--- src/include/boot_rom_image.svh ---
`ifndef BOOT_ROM_IMAGE_SVH
`define BOOT_ROM_IMAGE_SVH

`define BOOT_ROM_WORDS 16

// Boot loader stub, one instruction word per entry
`define BOOT_ROM_IMAGE '{ \
	32'h3c08_8000, 32'h3509_0400, 32'h2402_0000, 32'h2403_0040, \
	32'h8d0a_0000, 32'had2a_0000, 32'h2508_0004, 32'h2529_0004, \
	32'h2442_0001, 32'h1443_fffa, 32'h0000_0000, 32'h3c1f_8000, \
	32'h03e0_0008, 32'h0000_0000, 32'hdead_beef, 32'h1234_5678  \
}

`endif

--- src/design/soc_periph_pkg.sv ---
package soc_periph_pkg;

	typedef logic [7:0] byte_t;
	typedef logic [3:0] nibble_t;

	// Bit 6 is segment a, bit 0 is segment g
	typedef logic [6:0] seg_t;

	function automatic seg_t hex_to_seg(nibble_t digit);
		seg_t seg;
		case (digit)
			4'h0: seg = 7'h7e;
			4'h1: seg = 7'h30;
			4'h2: seg = 7'h6d;
			4'h3: seg = 7'h79;
			4'h4: seg = 7'h33;
			4'h5: seg = 7'h5b;
			4'h6: seg = 7'h5f;
			4'h7: seg = 7'h70;
			4'h8: seg = 7'h7f;
			4'h9: seg = 7'h7b;
			4'ha: seg = 7'h77;
			4'hb: seg = 7'h1f;
			4'hc: seg = 7'h4e;
			4'hd: seg = 7'h3d;
			4'he: seg = 7'h4f;
			default: seg = 7'h47;
		endcase
		return seg;
	endfunction

endpackage

--- src/design/uart_tx.sv ---
module uart_tx import soc_periph_pkg::*; (
	input  logic  clk,
	input  logic  rst_n_i,
	input  logic  stb_i,
	input  byte_t data_i,
	input  logic  tick_i,
	output logic  restart_o,
	output logic  busy_o,
	output logic  tx_o
);

	logic [9:0] frame_q;
	logic [3:0] bit_q;
	logic       load;

	assign load      = stb_i && !busy_o;
	assign restart_o = load;

	// Stop bit, data LSB first, start bit
	always_ff @(posedge clk) begin
		if (load)
			frame_q <= {1'b1, data_i, 1'b0};
		else if (busy_o && tick_i)
			frame_q <= frame_q >> 1;
	end

	always_ff @(posedge clk) begin
		if (!rst_n_i) begin
			busy_o <= 1'b0;
			tx_o   <= 1'b1;
			bit_q  <= '0;
		end else if (load) begin
			busy_o <= 1'b1;
			tx_o   <= 1'b0;
			bit_q  <= '0;
		end else if (busy_o && tick_i) begin
			if (bit_q == 4'd9) begin
				// End of stop bit, back to idle
				busy_o <= 1'b0;
				tx_o   <= 1'b1;
			end else begin
				tx_o  <= frame_q[1];
				bit_q <= bit_q + 1'b1;
			end
		end
	end

endmodule

--- config.mk ---
export PLATFORM = sky130hd
export DESIGN_NAME = uart_tx
export DESIGN_NICKNAME = d
export VERILOG_FILES = /design/src/include/boot_rom_image.svh /design/src/design/soc_periph_pkg.sv /design/src/design/uart_tx.sv
export SDC_FILE = /design/constraint.sdc
export NUM_CORES = 1
export LEC_CHECK = 0
export ABC_CLOCK_PERIOD_IN_PS = 1190
export BUFFER_PORTS_ARGS = -buffer_cell sky130_fd_sc_hd__buf_2
export CORE_MARGIN = 4
export CORE_UTILIZATION = 44
export DETAILED_ROUTE_END_ITERATION = 8
export GPL_TIMING_DRIVEN = 0
export PLACE_DENSITY_LB_ADDON = 0.1
export SLEW_MARGIN = 30
export SYNTH_ARGS = -nofsm -noshare
export SYNTH_HDL_FRONTEND = slang
export SYNTH_SLANG_ARGS = --single-unit
--- constraint.sdc ---
create_clock -name clk -period 1.19 [get_ports clk]
set_input_delay 0 -clock clk [delete_from_list [all_inputs] [get_ports clk]]
set_output_delay 0 -clock clk [all_outputs]
set_load 0.01 [all_outputs]
; After elaboration in Yosys (flattened, before gate mapping)
; Index checks and enable logic that the tools add are counted.
[classes]
addsub = 1
eq_ne = 1
n_mux = 8
n_bitwise = 2
n_reduce_logical = 8
[ops]
columns = operator, n
row1 = 9-bit two-way mux, 2
row2 = 1-bit two-way mux, 6
row3 = "4-bit by 1-bit adder with 4-bit output, second input constant", 1
row4 = "4-bit == test, second input constant", 1
row5 = 2-bit AND reduction, 2
row6 = 2-bit nonzero test, 2
row7 = 1-bit logical AND, 2
row8 = 1-bit NOT, 2
row9 = 2-bit OR reduction, 1
row10 = 1-bit logical NOT, 1
[totals]
regBits = 16
in_bits = 12
output_inout_bits = 3
word_cells = 25

; Longest topological paths before layout
; Gate-level depths: netlist (run 1).
[logic_depth]
depth_word = 4
ltp_mapped = 5
mapped_depth_nobuf = 5

; Worst setup path after synthesis (run 1)
; No wires, ideal clock.
[synth_path]
path_type = register to register
start = register bit_q[1]
end = register bit_q[0]
setup_time_ns = 0.066
arrival_ns = 1.180
required_time_ns = 1.124
slack_ns = -0.057
stages_incl_launch_ff = 6
path_buffers = 0
synth_period_minus_slack_ns = 1.247
cell_sequence = dfxtp_1 inv_1 ha_1 and3b_4 or3_1 a21oi_2
[synth_via]
elab_chain_cells = 3
[synth_lines]
columns = item, line_no
row1 = "start, declared", uart_tx.sv:13  ; logic [3:0] bit_q;
row2 = "start signal, assigned", uart_tx.sv:43  ; bit_q <= bit_q + 1'b1;
row3 = 4-bit == test, uart_tx.sv:37  ; if (bit_q == 4'd9) begin
row4 = 1-bit NOT (no line), n/a
row5 = 2-bit AND reduction (no line), n/a
; No other way between the ends.
; A chain may end at the register's enable or synchronous reset.

; Final worst setup path (run 1)
; Ends and elaborated chain as after synthesis.

==> results of run 1 <==
==> logic make-up (layout without fill, tap and decap cells) <==
logic type      count (synthesis)  count (layout)  synth area share
compound gates                 19              19             0.214
fa+ha+maj                       2               2            0.0390
flops                          15              15             0.593
simple gates                   16              16             0.135
buf+inv                         3              28            0.0195
==> cell usage in the layout, fill, tap and decap left out, drive strengths merged <==
cell type	n
dfxtp	7
nor2	1
a21oi	4
ha	2
or3	2
nand2	6
and3b	1
nand2b	1
o21a	1
edfxtp	8
a211oi	1
and2	1
dlygate4sd3	4
clkinv	1
buf	18
a22o	8
a211o	1
o21ai	4
inv	2
clkbuf	3
nand3	4
==> where the power goes <==
part | internal (W) | switching (W) | total, W
clock | 0.000125 | 0.000158 | 0.000282
sequential | 0.000589 | 0.0000171 | 0.000606
combinational | 0.0000698 | 0.0000663 | 0.000136
==> sequential cells by signal (all words and copies together), names as in the netlist <==
signal,cells
bit_q,4
tx_o,1
busy_o,1
frame_q,9
==> worst min-delay path by stage <==
stage | end | depth (start not counted)
finish | frame_q[3] | 2
detailed placement | tx_o | 2
CTS | frame_q[8] | 2
global placement | tx_o | 2
floorplan | tx_o | 1
global route | frame_q[3] | 2
==> per-layer routing <==
layer  wire, um  vias up  part of all wire
met5          0        -                 0
li1           -      260                 -
met1        587      232              0.45
met3         89        4             0.068
met4         21        0             0.016
met2        602       14              0.46
==> per-stage QoR <==
stage / worst slack (ns) / instance area [um2]
floorplan: -0.0180 / 663
global route: -0.159 / 852
global placement: -0.0592 / 752
finish: -0.113 / 852
CTS: -0.0648 / 810
detailed placement: -0.0642 / 752
==> worst register-to-register path, delay by kind of cell (launching register included) <==
| family | cells | cell delay [ns] |
|---|---|---|
| compound gates | 1 | 0.14 |
| fa+ha+maj | 1 | 0.15 |
| buf+inv | 1 | 0.05 |
| flops | 1 | 0.34 |
| simple gates | 2 | 0.56 |
==> what timing repair did <==
item | 4_1_cts | 5_1_grt
endpoints found under the setup margin | 7 | 2
gates resized for setup | 2 | 2
endpoints found under the hold margin | 3 | 2
hold buffers | 2 | 2
setup buffers | 1 | 2
==> layout make-up <==
| class | count | area share |
|---|---|---|
| Multi-Input combinational cell | 37 | 0.322 |
| Sequential cell | 15 | 0.454 |
| Clock inverter | 1 | 0.00587 |
| Inverter | 2 | 0.00881 |
| Tap cell | 15 | 0.0220 |
| Clock buffer | 3 | 0.0264 |
| Timing Repair Buffer | 21 | 0.156 |
| Buffer | 1 | 0.00587 |
==> impl_metrics.csv, run 1 <==
group,metric,value,unit
critical_path,crit_end,"bit_q[0]",
cts,clock_sinks,15,
cts,cts_buffer_depth,2,
global_routing,first_global_vias,471,
power_and_ir_drop,p_total,0.00102,W
cells_and_area,regArea,387,um2
hold_path,worst_hold_path_type,"in2reg",
sta,tightest_slew,0.316,ns
yosys,synth_cell_type_count,21,
power_and_ir_drop,power.leakage,0.358,nW
critical_path,arrival,1.51,ns
route,drt_iter0_drc,6,
yosys,synth_flop_cell,"edfxtp_1",
die,io_pins,15,
power_and_ir_drop,power_density,1200,nW/um2
sta,drv_slew,0,
run,drv_cap,0,
critical_path,r2r_end,"bit_q[0]",
global_routing,use_met1,0.166,
route,drt-total-wl,1300,um
cells_and_area,fillCellCount,111,
yosys,avgSynthCellArea,11.7,um2
route,wire_per_inst,13.7,um
critical_path,crit_path_start_kind,"register",
placed_design,place.gp.congestion,0.717,
die,die_h,46.2,um
route,drc,0,
route,num_vias,510,
sta,grt_setup_unrepaired,"true",
cts,clkLatencyLatePin,0.28,ns
global_routing,grt_pass1_wl,1930,um
global_routing,grt_max_degree,11,
sta,finClkSkew,0.00586,ns
yosys,yosys_warnings,0,
critical_path,cp_max_fo,6,
route,drt-vias-per-instance,5.37,
critical_path,cp-startpoint,"bit_q[1]",
global_routing,grtUsageMet2,0.198,
die,core.rowCount,13,
placed_design,port_buffers,14,
critical_path,r2r_start,"bit_q[1]",
yosys,synth_top_area_share,0.374,
sta,setup_viol,2,
die,die_w,46.2,um
sta,hold_violations,0,
critical_path,cp.buffers_inverters,1,
die,dieArea,2130,um2
cells_and_area,finish.utilization,0.639,
cells_and_area,multi_input_area,274,um2
critical_path,crit_chain,"inv_2, ha_4, and3b_4, or3_4, a21oi_2",
critical_path,crit_slowest_cell,"or3_4",
cts,cts-htree-levels,1,
cells_and_area,drive_above_1_share,0.413,
critical_path,cp.depth,5,
cells_and_area,layout.cells.non_filler,95,
yosys,synth_seq_cells,15,
yosys,synthesis.area,642,um2
sta,fin_crit,1.30,ns
placed_design,hpwl,890,um
status,status,"finished with violations",
critical_path,cp-end-kind,"register",
route,drt_pass1_iterations,4,
global_routing,grtUsageTotal,0.131,
sta,hold_slack,0.0165,ns
die,initial_core_util,0.481,
yosys,synth_commonest_cells,"8 x a22o_1, 8 x edfxtp_1, 7 x dfxtp_1",
sta,relSlewSlack,0.789,
status,violations,"setup timing",
cells_and_area,nets,95,
critical_path,cp.required,1.40,ns
sta,tns,-0.152,ns
route,antenna_left,0,
die,core_area,1330,um2
critical_path,max_stage_delay,0.37,ns
yosys,synth_edf_count,8,
sta,max_freq,767,MHz
yosys,syn_nets,69,
global_routing,grt_util_met3,0.0391,
cts,root_buffer,"clkbuf_4",
global_routing,busiest_layer,"met2",
critical_path,critical_path_class,"reg2reg",
cts,cts_tree,"yes",
yosys,yosysTopAreaCell,"edfxtp_1",
yosys,synthCells,55,
cells_and_area,synthToLayoutAreaGrowth,32.7,%
global_routing,grt.overflow.total,0,
sta,setup_slack,-0.113,ns
placed_design,dpl.cell_count,84,
yosys,ys_seq_area_frac,0.593,
global_routing,antenna_found_initial,0,
cts,cts_made_buffers,3,
sta,timing.final.crit_share,1.10,
critical_path,r2r_slack,-0.11,ns
critical_path,cp_top_family,"simple AND/OR/NAND/NOR gates",
cells_and_area,antenna_cells,0,
yosys,async_reset_ff_frac,0,
yosys,synth.area.top_cells,"edfxtp_1 37%, dfxtp_1 22%, a22o_1 11%",
cts,path_clk_slew,0.09,ns
power_and_ir_drop,ir_drop,0.591,mV
critical_path,reg2regPathDepth,5,
hold_path,hold_start,"data_i[2]",
(Power assumes the default switching activity.)
==> run 2: changes to the inputs <==
ABC_CLOCK_PERIOD_IN_PS = 1300   (was 1190)
CORE_UTILIZATION = 45   (was 44)
clock period = 1.3 ns   (was 1.19 ns; I/O delays follow)
==> run 2 against run 1 <==
  * The run still ends with setup timing left
  * Flip-flop and latch count did not move
  * Clock skew fell by 0.0051 ns
  * Worst setup slack better by 0.11 ns
  * Non-clock buffer count decreased by 4
  * Combinational power decreased by 20%
  * First-iteration DRC count decreased by 67%
  * Routed wire length down 9.9%
  * Core utilization down 3.6 points
  * Maximum frequency rose by 0.23%
  * Register-to-register slack improved by 0.11 ns
  * Critical path depth stayed put
  * Largest power group unchanged
==> impl_metrics.csv, run 2 (synthesis results as in run 1) <==
group,metric,value,unit
critical_path,critical_path_class,"reg2reg",
critical_path,crit_slowest_cell,"dfxtp_2",
critical_path,crit_path_start_kind,"register",
sta,timing.final.crit_share,1.00,
sta,setup_slack,-0.000396,ns
global_routing,first_global_vias,447,
global_routing,grtUsageTotal,0.129,
cells_and_area,antenna_cells,0,
sta,tightest_slew,0.308,ns
sta,max_freq,769,MHz
critical_path,r2r_start,"bit_q[1]",
critical_path,cp-end-kind,"register",
cells_and_area,top_regs,"frame_q: 9 flops, bit_q: 4 flops",
placed_design,port_buffers,14,
cts,cts-htree-levels,1,
global_routing,grt_max_degree,11,
placed_design,pre_cts_ws,-0.000222,ns
die,die_w,45.8,um
die,io_pins,15,
sta,finClkSkew,0.000730,ns
power_and_ir_drop,power.leakage,0.329,nW
cells_and_area,regMostFlops,"frame_q",
placed_design,dpl.cell_count,84,
global_routing,grt_pass1_wl,1930,um
cells_and_area,finish.utilization,0.603,
cells_and_area,layout_common_cells,"15 x buf_2, 8 x a22o_1, 8 x edfxtp_1, 5 x nand2_1, 5 x dfxtp_1",
hold_path,hold_start,"data_i[7]",
cts,path_clk_slew,0.08,ns
sta,relSlewSlack,0.794,
cts,clkLatencyLatePin,0.27,ns
die,die_h,45.8,um
critical_path,cp_max_fo,6,
critical_path,cp-startpoint,"bit_q[1]",
route,drt-vias-per-instance,5.49,
cts,root_buffer,"clkbuf_4",
cells_and_area,synthToLayoutAreaGrowth,23.8,%
route,wire_per_inst,12.9,um
power_and_ir_drop,power_density,1150,nW/um2
sta,setup_viol,1,
global_routing,grt.overflow.total,0,
placed_design,hpwl,850,um
route,drt-total-wl,1170,um
route,drt_pass1_iterations,3,
run,drv_cap,0,
die,initial_core_util,0.487,
cells_and_area,drive_above_1_share,0.355,
route,antenna_left,0,
critical_path,arrival,1.50,ns
die,core_area,1320,um2
hold_path,worst_hold_path_type,"in2reg",
route,num_vias,500,
cells_and_area,nets,91,
die,dieArea,2090,um2
status,violations,"setup timing",
sta,tns,-0.000396,ns
cells_and_area,final_common_cell,"buf_2",
sta,fin_crit,1.30,ns
cts,clock_sinks,15,
sta,drv_slew,0,
status,status,"finished with violations",
critical_path,max_stage_delay,0.33,ns
power_and_ir_drop,ir_drop,0.781,mV
placed_design,placed_cell_area,731,um2
sta,grt_setup_unrepaired,"true",
placed_design,place.gp.congestion,0.740,
critical_path,crit_chain,"inv_1, ha_1, and3b_4, or3_4, a21oi_2",
route,drc,0,
critical_path,cp.required,1.50,ns
cts,cts_buffer_depth,2,
cells_and_area,layout.cells.non_filler,91,
sta,hold_violations,0,
cells_and_area,largest_reg_flops,9,
cts,cts_tree,"yes",
cts,cts_made_buffers,3,
die,core.rowCount,13,
route,drt_iter0_drc,2,
cells_and_area,final_cell_area,795,um2
global_routing,antenna_found_initial,0,
cells_and_area,fillCellCount,109,
-- run 2: routing by layer --
layer | share of wire | global-route usage | vias to the layer above | routed length, um
met5 | 0 | 0 | - | 0
met4 | 0 | 0.0341 | 0 | 0
met1 | 0.48 | 0.185 | 234 | 557
met3 | 0.076 | 0.0356 | 0 | 89
li1 | - | - | 254 | -
met2 | 0.45 | 0.189 | 12 | 525
-- run 2: path summary, 6_finish.rpt --
check	end	slack [ns]	depth (start not counted)
worst max register to register	bit_q[0]	-0.0004	5
worst min register to register	frame_q[9]	0.45	2
worst max-delay path	bit_q[0]	-0.0004	5
worst min-delay path	frame_q[8]	0.02	2
-- run 2: timing repair --
item | in CTS | in global routing
endpoints found under the hold margin | 2 | 1
resized for setup | 1 | 3
setup endpoints to repair | 1 | 9
hold buffers | 1 | 1
buffers inserted | 0 | 1
-- run 2: critical path: cells and delay by family, from the launching register on --
family | cells | cell delay (ns)
buffers and inverters | 1 | 0.05
and+or+nand+nor | 2 | 0.53
adders and majority gates | 1 | 0.18
DFF | 1 | 0.33
AOI/OAI and AO/OA | 1 | 0.14
-- run 2: where the power goes --
part           switching [W]  internal [W]
combinational      0.0000555     0.0000539
sequential         0.0000159      0.000540
clock               0.000130      0.000119
-- run 2: area by class of cell --
class	count	area (um2)	share of cell area
repair buffers	17	97.6	0.123
flip-flops and latches	15	383	0.482
multi-input cells	37	256	0.323
plain buffers	1	5.00	0.00630
clock buffers	4	26.3	0.0331
inverters	2	7.51	0.00945
well taps	15	18.8	0.0236
-- run 2: stage by stage --
step | power [W] | hold WS, ns
6_report | 0.000914 | 0.0170
5_1_grt | 0.000971 | 0.00547
4_1_cts | 0.000922 | 0.00711
3_5_place_dp | 0.000667 | 0.210
3_3_place_gp | 0.000666 | 0.208
2_1_floorplan | 0.000625 | 0.0718
